[config.mk]
export PLATFORM = sky130hd
export DESIGN_NAME = serdes_rx_top
export DESIGN_NICKNAME = d
export VERILOG_FILES = /design/src/serdes_rx_pkg.sv /design/src/serdes_sym_if.sv /design/src/serdes_sym_decode.sv /design/src/serdes_pkt_framer.sv /design/src/serdes_rx_buffer.sv /design/src/serdes_rx_top.sv
export VERILOG_INCLUDE_DIRS = /design/src /design/src/include
export SDC_FILE = /design/constraint.sdc
export NUM_CORES = 1
export LEC_CHECK = 0
export BUFFER_PORTS_ARGS = -buffer_cell sky130_fd_sc_hd__buf_4
export CORE_ASPECT_RATIO = 0.7
export CORE_MARGIN = 8
export CORE_UTILIZATION = 56
export DETAILED_ROUTE_END_ITERATION = 12
export HOLD_SLACK_MARGIN = 0.05
export PLACE_DENSITY_LB_ADDON = 0.05
export SYNTH_ARGS = -nofsm -noshare
export SYNTH_HDL_FRONTEND = slang
export SYNTH_SLANG_ARGS = --single-unit
[constraint.sdc]
create_clock -name ser_rx_clk -period 4.36 [get_ports ser_rx_clk]
set_input_delay 0.872 -clock ser_rx_clk [delete_from_list [all_inputs] [get_ports ser_rx_clk]]
set_output_delay 0.872 -clock ser_rx_clk [all_outputs]
set_load 0.1 [all_outputs]
[src/include/serdes_rx_consts.svh]
// SERDES receive constants

`ifndef SERDES_RX_CONSTS_SVH
`define SERDES_RX_CONSTS_SVH

// K codes, all with K flag set on the lane
`define SERDES_K_COMMA        8'hBC   // K28.5
`define SERDES_K_IDLE         8'h3C   // K28.1
`define SERDES_K_START        8'hDC   // K28.6
`define SERDES_K_END          8'h9C   // K28.4
`define SERDES_K_XON          8'h5C   // K28.2
`define SERDES_K_XOFF         8'h7C   // K28.3

// Data byte sent after the comma
`define SERDES_D_56           8'hC5   // D5.6

// Result buffer sizing
`define SERDES_RX_DEPTH       16
`define SERDES_RX_MAX_CREDIT  8

// CRC-16-CCITT start value
`define SERDES_CRC_SEED       16'hFFFF

`endif

[src/serdes_rx_pkg.sv]
// SERDES receive types

`default_nettype none

package serdes_rx_pkg;

   // Class of one aligned byte pair
   typedef enum logic [2:0] {
      SYM_DATA  = 3'd0,   // Both lanes data
      SYM_START = 3'd1,
      SYM_END   = 3'd2,
      SYM_HOLD  = 3'd3,   // Comma/D5.6, XON or XOFF pair
      SYM_BAD   = 3'd4
   } sym_kind_e;

   typedef enum logic [2:0] {
      FRM_IDLE  = 3'd0,
      FRM_HALF1 = 3'd1,   // Waiting for low half-word
      FRM_HALF2 = 3'd2,   // Waiting for high half-word
      FRM_CRC   = 3'd3,
      FRM_ERROR = 3'd4,
      FRM_DONE  = 3'd5
   } frm_state_e;

   // One buffer entry, 35 bits
   typedef struct packed {
      logic        error;
      logic        sop;
      logic        eop;
      logic [31:0] data;
   } rx_entry_t;

endpackage

`default_nettype wire

[src/serdes_sym_if.sv]
// SERDES aligned symbol link

`default_nettype none

interface serdes_sym_if
   import serdes_rx_pkg::*;
   ();

   logic        sym_valid;   // Alignment known
   sym_kind_e   kind;
   logic [15:0] half;        // First received byte in [7:0]
   logic        lock_odd;    // Alignment in use

   modport dec (
      output sym_valid,
      output kind,
      output half,
      output lock_odd
   );

   modport frm (
      input  sym_valid,
      input  kind,
      input  half,
      input  lock_odd
   );

endinterface

`default_nettype wire

[src/serdes_sym_decode.sv]
// SERDES symbol alignment and decode

`default_nettype none
`include "serdes_rx_consts.svh"

module serdes_sym_decode
   import serdes_rx_pkg::*;
(
   input  logic        ser_rx_clk,
   input  logic        rst_rxclk,
   input  logic [15:0] ser_r_i,
   input  logic        ser_rklsb_i,
   input  logic        ser_rkmsb_i,
   serdes_sym_if.dec   sym,
   output logic        xon_rcvd_o,
   output logic        xoff_rcvd_o
);

   // Pairs are {k_hi, k_lo, hi, lo}, lo received first
   localparam logic [17:0] START_PAIR = {2'b11, `SERDES_K_START, `SERDES_K_START};
   localparam logic [17:0] END_PAIR   = {2'b11, `SERDES_K_END, `SERDES_K_END};
   localparam logic [17:0] COMMA_PAIR = {2'b01, `SERDES_D_56, `SERDES_K_COMMA};
   localparam logic [17:0] XON_PAIR   = {2'b11, `SERDES_K_XON, `SERDES_K_XON};
   localparam logic [17:0] XOFF_PAIR  = {2'b11, `SERDES_K_XOFF, `SERDES_K_XOFF};

   logic [8:0]  held_q;   // Previous high byte with its K flag
   logic [17:0] even_pair;
   logic [17:0] odd_pair;
   logic [17:0] pick;
   logic        even_start;
   logic        odd_start;
   logic        lock_n;
   sym_kind_e   kind_n;
   logic        xon_hit;
   logic        xon_hit_q;
   logic        xoff_hit;
   logic        xoff_hit_q;

   assign even_pair  = {ser_rkmsb_i, ser_rklsb_i, ser_r_i};
   assign odd_pair   = {ser_rklsb_i, held_q[8], ser_r_i[7:0], held_q[7:0]};
   assign even_start = (even_pair == START_PAIR);
   assign odd_start  = (odd_pair == START_PAIR);

   // A start pair picks the alignment, even wins a tie
   assign lock_n = even_start ? 1'b0 : (odd_start ? 1'b1 : sym.lock_odd);
   assign pick   = lock_n ? odd_pair : even_pair;

   always_comb
   begin
      if (pick[17:16] == 2'b00)
         kind_n = SYM_DATA;
      else if (pick == START_PAIR)
         kind_n = SYM_START;
      else if (pick == END_PAIR)
         kind_n = SYM_END;
      else if (pick == COMMA_PAIR || pick == XON_PAIR || pick == XOFF_PAIR)
         kind_n = SYM_HOLD;   // Far side is flow controlled
      else
         kind_n = SYM_BAD;
   end

   // Any lane, so either alignment is seen
   assign xon_hit  = (ser_rkmsb_i && ser_r_i[15:8] == `SERDES_K_XON) ||
                     (ser_rklsb_i && ser_r_i[7:0] == `SERDES_K_XON);
   assign xoff_hit = (ser_rkmsb_i && ser_r_i[15:8] == `SERDES_K_XOFF) ||
                     (ser_rklsb_i && ser_r_i[7:0] == `SERDES_K_XOFF);

   always_ff @(posedge ser_rx_clk)
   begin
      if (rst_rxclk)
      begin
         held_q        <= '0;
         sym.sym_valid <= 1'b0;
         sym.lock_odd  <= 1'b0;
         xon_hit_q     <= 1'b0;
         xoff_hit_q    <= 1'b0;
         xon_rcvd_o    <= 1'b0;
         xoff_rcvd_o   <= 1'b0;
      end
      else
      begin
         held_q        <= {ser_rkmsb_i, ser_r_i[15:8]};
         sym.sym_valid <= sym.sym_valid | even_start | odd_start;
         sym.lock_odd  <= lock_n;
         xon_hit_q     <= xon_hit;
         xoff_hit_q    <= xoff_hit;
         xon_rcvd_o    <= xon_hit & ~xon_hit_q;   // One pulse per code run
         xoff_rcvd_o   <= xoff_hit & ~xoff_hit_q;
      end
   end

   always_ff @(posedge ser_rx_clk)
   begin
      sym.kind <= kind_n;
      sym.half <= pick[15:0];
   end

endmodule

`default_nettype wire

[src/serdes_pkt_framer.sv]
// SERDES packet framer with CRC-16 check

`default_nettype none
`include "serdes_rx_consts.svh"

module serdes_pkt_framer
   import serdes_rx_pkg::*;
(
   input  logic      ser_rx_clk,
   input  logic      rst_rxclk,
   serdes_sym_if.frm sym,
   input  logic      buf_full_i,
   output logic      ent_wr_o,
   output rx_entry_t ent_o
);

   localparam logic [15:0] CRC_POLY = 16'h1021;   // CCITT

   frm_state_e  state;
   frm_state_e  state_n;
   sym_kind_e   kind;
   logic        pkt_start;
   logic        crc_ok;
   logic        wr_n;
   logic        sop_pend;   // Next line is the first of the packet
   logic [15:0] half_lo;
   logic [15:0] crc;
   rx_entry_t   ent_n;

   // Sixteen bits, MSB first
   function automatic logic [15:0] crc16_step(input logic [15:0] crc_in,
                                              input logic [15:0] d);
      logic [15:0] c;
      logic        fb;
      c = crc_in;
      for (int i = 15; i >= 0; i--)
      begin
         fb = c[15] ^ d[i];
         c  = {c[14:0], 1'b0} ^ (fb ? CRC_POLY : 16'h0000);
      end
      return c;
   endfunction

   // Before alignment nothing is acted on
   assign kind      = sym.sym_valid ? sym.kind : SYM_HOLD;
   assign pkt_start = (state == FRM_IDLE || state == FRM_DONE) && kind == SYM_START;
   assign crc_ok    = (kind == SYM_DATA) && (sym.half == crc);

   always_comb
   begin
      state_n = state;
      wr_n    = 1'b0;
      case (state)
         FRM_IDLE, FRM_DONE:
            state_n = pkt_start ? FRM_HALF1 : FRM_IDLE;
         FRM_HALF1:
            if (kind == SYM_DATA)
               state_n = FRM_HALF2;
            else if (kind == SYM_END)
               state_n = FRM_CRC;   // Between lines
            else if (kind != SYM_HOLD)
               state_n = FRM_ERROR;
         FRM_HALF2:
            if (kind == SYM_DATA && !buf_full_i)
            begin
               state_n = FRM_HALF1;
               wr_n    = 1'b1;
            end
            else if (kind != SYM_HOLD)
               state_n = FRM_ERROR;   // Odd count, bad code or overflow
         FRM_CRC:
            if (crc_ok && !buf_full_i)
            begin
               state_n = FRM_DONE;
               wr_n    = 1'b1;
            end
            else if (kind != SYM_HOLD)
               state_n = FRM_ERROR;
         FRM_ERROR:
            if (!buf_full_i)
            begin
               state_n = FRM_IDLE;
               wr_n    = 1'b1;
            end
         default:
            state_n = FRM_IDLE;
      endcase
   end

   always_comb
   begin
      ent_n       = '0;
      ent_n.error = (state == FRM_ERROR);
      ent_n.eop   = (state == FRM_CRC);
      ent_n.sop   = sop_pend && (state == FRM_HALF2);
      if (state == FRM_HALF2)
         ent_n.data = {sym.half, half_lo};
   end

   always_ff @(posedge ser_rx_clk)
   begin
      if (rst_rxclk)
      begin
         state    <= FRM_IDLE;
         ent_wr_o <= 1'b0;
         sop_pend <= 1'b0;
      end
      else
      begin
         state    <= state_n;
         ent_wr_o <= wr_n;
         if (pkt_start)
            sop_pend <= 1'b1;
         else if (wr_n)
            sop_pend <= 1'b0;
      end
   end

   always_ff @(posedge ser_rx_clk)
   begin
      if (wr_n)
         ent_o <= ent_n;
      if (pkt_start)
         crc <= `SERDES_CRC_SEED;
      else if (kind == SYM_DATA && (state == FRM_HALF1 || state == FRM_HALF2))
         crc <= crc16_step(crc, sym.half);
      if (state == FRM_HALF1 && kind == SYM_DATA)
         half_lo <= sym.half;   // Low half of the line
   end

endmodule

`default_nettype wire

[src/serdes_rx_buffer.sv]
// SERDES receive result buffer

`default_nettype none
`include "serdes_rx_consts.svh"

module serdes_rx_buffer
   import serdes_rx_pkg::*;
(
   input  logic        ser_rx_clk,
   input  logic        rst_rxclk,
   input  logic        ent_wr_i,
   input  rx_entry_t   ent_i,
   output logic        buf_full_o,
   input  logic        wr_credit_i,
   output logic        wr_valid_o,
   output logic [31:0] wr_dat_o,
   output logic        wr_sop_o,
   output logic        wr_eop_o,
   output logic        wr_error_o,
   output logic [4:0]  fifo_occupied_o
);

   localparam int AW = $clog2(`SERDES_RX_DEPTH);
   localparam int CW = $clog2(`SERDES_RX_MAX_CREDIT + 1);

   rx_entry_t     mem [`SERDES_RX_DEPTH];
   rx_entry_t     head;
   logic [AW-1:0] wr_ptr;
   logic [AW-1:0] rd_ptr;
   logic [AW:0]   count;
   logic [CW-1:0] credits;
   logic          push;
   logic          pop;

   function automatic logic [AW-1:0] ptr_inc(input logic [AW-1:0] p);
      return (p == AW'(`SERDES_RX_DEPTH - 1)) ? '0 : p + 1'b1;
   endfunction

   assign buf_full_o = (count == (AW + 1)'(`SERDES_RX_DEPTH));
   assign push       = ent_wr_i && !buf_full_o;
   assign pop        = (credits != '0) && (count != '0);   // Present only with credit

   always_ff @(posedge ser_rx_clk)
   begin
      if (rst_rxclk)
      begin
         wr_ptr <= '0;
         rd_ptr <= '0;
         count  <= '0;
      end
      else
      begin
         if (push)
            wr_ptr <= ptr_inc(wr_ptr);
         if (pop)
            rd_ptr <= ptr_inc(rd_ptr);
         if (push && !pop)
            count <= count + 1'b1;
         else if (pop && !push)
            count <= count - 1'b1;
      end
   end

   // Credit pulse and pop together cancel
   always_ff @(posedge ser_rx_clk)
   begin
      if (rst_rxclk)
         credits <= '0;
      else if (wr_credit_i && !pop)
      begin
         if (credits != CW'(`SERDES_RX_MAX_CREDIT))
            credits <= credits + 1'b1;   // Saturates at the limit
      end
      else if (pop && !wr_credit_i)
         credits <= credits - 1'b1;
   end

   always_ff @(posedge ser_rx_clk)
   begin
      if (push)
         mem[wr_ptr] <= ent_i;
   end

   assign head            = mem[rd_ptr];
   assign wr_valid_o      = pop;
   assign wr_dat_o        = head.data;
   assign wr_sop_o        = head.sop;
   assign wr_eop_o        = head.eop;
   assign wr_error_o      = head.error;
   assign fifo_occupied_o = count;

endmodule

`default_nettype wire

[src/serdes_rx_top.sv]
// SERDES receive path top level

`default_nettype none

module serdes_rx_top
   import serdes_rx_pkg::*;
(
   input  logic        ser_rx_clk,
   input  logic        rst_rxclk,
   input  logic [15:0] ser_r_i,
   input  logic        ser_rklsb_i,
   input  logic        ser_rkmsb_i,
   input  logic        wr_credit_i,
   output logic        wr_valid_o,
   output logic [31:0] wr_dat_o,
   output logic        wr_sop_o,
   output logic        wr_eop_o,
   output logic        wr_error_o,
   output logic        xon_rcvd_o,
   output logic        xoff_rcvd_o,
   output logic [4:0]  fifo_occupied_o
);

   logic      ent_wr;
   rx_entry_t ent;
   logic      buf_full;

   serdes_sym_if sym_if ();

   serdes_sym_decode u_decode (
      .ser_rx_clk  (ser_rx_clk),
      .rst_rxclk   (rst_rxclk),
      .ser_r_i     (ser_r_i),
      .ser_rklsb_i (ser_rklsb_i),
      .ser_rkmsb_i (ser_rkmsb_i),
      .sym         (sym_if.dec),
      .xon_rcvd_o  (xon_rcvd_o),
      .xoff_rcvd_o (xoff_rcvd_o)
   );

   serdes_pkt_framer u_framer (
      .ser_rx_clk (ser_rx_clk),
      .rst_rxclk  (rst_rxclk),
      .sym        (sym_if.frm),
      .buf_full_i (buf_full),
      .ent_wr_o   (ent_wr),
      .ent_o      (ent)
   );

   serdes_rx_buffer u_buffer (
      .ser_rx_clk      (ser_rx_clk),
      .rst_rxclk       (rst_rxclk),
      .ent_wr_i        (ent_wr),
      .ent_i           (ent),
      .buf_full_o      (buf_full),
      .wr_credit_i     (wr_credit_i),
      .wr_valid_o      (wr_valid_o),
      .wr_dat_o        (wr_dat_o),
      .wr_sop_o        (wr_sop_o),
      .wr_eop_o        (wr_eop_o),
      .wr_error_o      (wr_error_o),
      .fifo_occupied_o (fifo_occupied_o)
   );

endmodule

`default_nettype wire

==> results.json <==
{
  "status": "finished clean",
  "final.setup.tns_ns": 0,
  "syn_avg_cell_area_um2": 20.38,
  "yosys.area.top_type": "edfxtp_1",
  "synth_edf_count": 611,
  "totalWireLength_mm": 58.59,
  "coreArea_mm2": 0.04745,
  "ctsLongestPathBuffers": 3,
  "avgViaCountPerCell": 6.171,
  "grt_usage": 0.2153,
  "cts_max_level": 3,
  "rr_endpoint": "u_buffer.fifo_occupied_o[4]",
  "hold_buffers": 0,
  "cts_tree": "built",
  "use_met1": 0.3154,
  "synth_flop_cell": "edfxtp_1",
  "rsz0062_at_grt": "false",
  "crit_path_end": "wr_dat_o[29]",
  "grt_use_met3": 0.04090,
  "finClkSkew_ns": 0.01594,
  "relSlewSlack": 0.2995,
  "end_kind": "primary output",
  "synthCells": 1311,
  "ys_types": 67,
  "post_cts_buffers": 0,
  "grt_start_max_net_pins": 72,
  "wl_per_cell_um": 28.16,
  "min_period_ns": 3.797,
  "numCtsBuffers": 66,
  "grt_use_met2": 0.3402,
  "gp_congestion": 0.8625,
  "worst_hold_slack_ns": 0.3911,
  "ir_worst_vdd_mv": 0.5667,
  "worst_setup_path_start_kind": "flop",
  "io_buffers": 63,
  "clk_latency_ns": 0.60,
  "synth_top_area_share": 0.6867,
  "initial_core_util": 0.5631,
  "cts.clk_slew.worst_paths_ns": 0.06,
  "fmax_mhz": 263.4,
  "power_density_mw_per_mm2": 524.5,
  "cp_data_required_time_ns": 3.49,
  "layout-drive-gt1-share": 0.2795,
  "worstRegToRegCells": 11,
  "die-height_um": 198.8,
  "die-area_mm2": 0.05507,
  "synth.cell_area_mm2": 0.02672,
  "grt.busiest_layer": "met2",
  "crit_type": "flop to primary output",
  "yosys_warnings": 0,
  "worstMarginPinSlew_ns": 1.050,
  "antenna_found_initial": 0,
  "first_global_vias": 12994,
  "drc": 0,
  "root_buffer": "clkbuf_16",
  "worstPathArrival_ns": 2.92,
  "path_max_fanout": 36,
  "synth_area_leaders": "edfxtp_1 69%, mux4_2 15%, dfxtp_1 5.7%, xnor2_1 1.1%, and2_1 0.77%",
  "ant_nets": 0,
  "nNetsFinal": 1446,
  "first_iter_violations": 1248,
  "syn_nets": 1345,
  "dp_hpwl_mm": 31.51,
  "setup_viol": 0,
  "drv_slew": 0,
  "numClockSinks": 687,
  "dr.pass1.iters": 5,
  "overflow": 0,
  "timing.final.ws_setup_ns": 0.5634,
  "cts_resized": 0,
  "grt_first_pass_wirelength_mm": 86.71,
  "drv_cap": 0,
  "post-route-period-util": 0.8708,
  "die_x_um": 277.1,
  "async_flop_share": 0,
  "num_vias": 12842,
  "final_hold_viol_count": 0,
  "syn_to_final_growth_pct": 13.14,
  "yosysSeqAreaShare": 0.7436,
  "post-place-ws_ns": 0.9880,
  "p_leak_nw": 9.377,
  "synth_seq_cells": 687,
  "io_pins": 64,
  "antenna_cells": 0,
  "min_path_type": "flop to flop",
  "rows": 67,
  "reg2reg_slack_ns": 1.00,
  "r2r_start": "u_buffer.fifo_occupied_o[0]"
}
## report_power, final
group | leakage [nW] | switching (mW) | total [mW] | internal, mW
clock network | 0.975 | 2.34 | 5.38 | 3.04
logic | 2.40 | 1.96 | 3.24 | 1.28
registers | 6.00 | 0.115 | 7.23 | 7.12
total | 9.38 | 4.42 | 15.9 | 11.4
## flip-flops by register name, indices dropped and copies added (netlist names), 3 cells and up, named ones only
| register | flops |
|---|---|
| u_buffer.credits | 4 |
| u_buffer.fifo_occupied_o | 5 |
| u_buffer.mem | 560 |
| u_buffer.rd_ptr | 4 |
| u_buffer.wr_ptr | 4 |
| u_decode.held_q | 9 |
| u_decode.sym.half | 16 |
| u_decode.sym.kind | 3 |
| u_framer.crc | 16 |
| u_framer.ent_o | 35 |
| u_framer.half_lo | 16 |
| u_framer.state | 3 |
## per-stage QoR
step | total power, mW | std cells | utilization | area [um^2]
3_5_place_dp | 10.65 | 1965 | 0.5950 | 28230
6_report | 15.86 | 2081 | 0.6372 | 30230
2_1_floorplan | 9.975 | 1311 | - | 26720
5_1_grt | 16.39 | 2081 | 0.6372 | 30230
3_3_place_gp | 10.63 | 1965 | 0.5950 | 28230
4_1_cts | 16.00 | 2081 | 0.6372 | 30230
## kinds of logic after synthesis
family	Yosys count	share of synthesized area
fa+ha+maj	13	0.006649
compound gates	82	0.02103
simple gates	203	0.04140
flops	687	0.7436
mux	193	0.1548
xor+xnor	59	0.02159
buf+inv	74	0.01091
## cell type report
class                      count  area [um^2]
sequential                   687        19880
fill                        3298        17220
multi-input combinational    550         6694
clock buffer                  93         1859
timing repair buffer          94        830.8
tap                          621        777.0
clock inverter                23        140.1
inverter                      13        48.80
## synth_stat cells (11+ instances only)
library cell	count
o21ai_0	17
nor2b_1	15
xnor2_1	33
edfxtp_1	611
nor3_1	14
nand2_1	37
mux4_2	175
nand2b_1	13
o211ai_1	12
a21oi_1	19
ha_1	11
clkbuf_1	43
dfxtp_1	76
xor2_1	18
inv_1	13
mux2_2	12
and2_1	33
nor2_1	45
## layout by cell type (no fill, tap or decap), drive strengths merged, types with 8 or more instances in the layout
cell type and instances:
dfxtp 76, buf 94, nand2b 14, o21ai 18, and2 33, xnor2 39
edfxtp 611, mux2 12, nand3 8, clkinv 18, mux4 175, o211ai 12
nor2b 15, nand2 37, nor2 45, a21oi 22, nor3 14, ha 11
clkbuf 93, xor2 20, inv 16
## routing by layer
layer | share of wire | wire length (um) | vias to the layer above
li1 | - | - | 5528
met1 | 0.44 | 26030 | 6798
met2 | 0.47 | 27670 | 438
met3 | 0.067 | 3911 | 78
met4 | 0.017 | 985 | 0
met5 | 0 | 0 | -
## worst min-delay path by stage
stage                             start              endpoint  slack, ns  depth (start not counted)
finish              u_decode.xoff_hit_q  u_decode.xoff_rcvd_o       0.39                          1
global route         u_decode.xon_hit_q   u_decode.xon_rcvd_o       0.41                          1
CTS                 u_decode.xoff_hit_q  u_decode.xoff_rcvd_o       0.39                          1
detailed placement  u_decode.xoff_hit_q  u_decode.xoff_rcvd_o       0.39                          1
global placement    u_decode.xoff_hit_q  u_decode.xoff_rcvd_o       0.38                          1
floorplan           u_decode.xoff_hit_q  u_decode.xoff_rcvd_o       0.38                          1
## critical path, stage by stage, from the launching register on
cell and delay, ns:
dfxtp_4 0.59, buf_12 0.34, mux4_2 0.55, mux4_2 0.54, buf_4 0.26
Note: power is estimated with default switching activity, not from simulation.
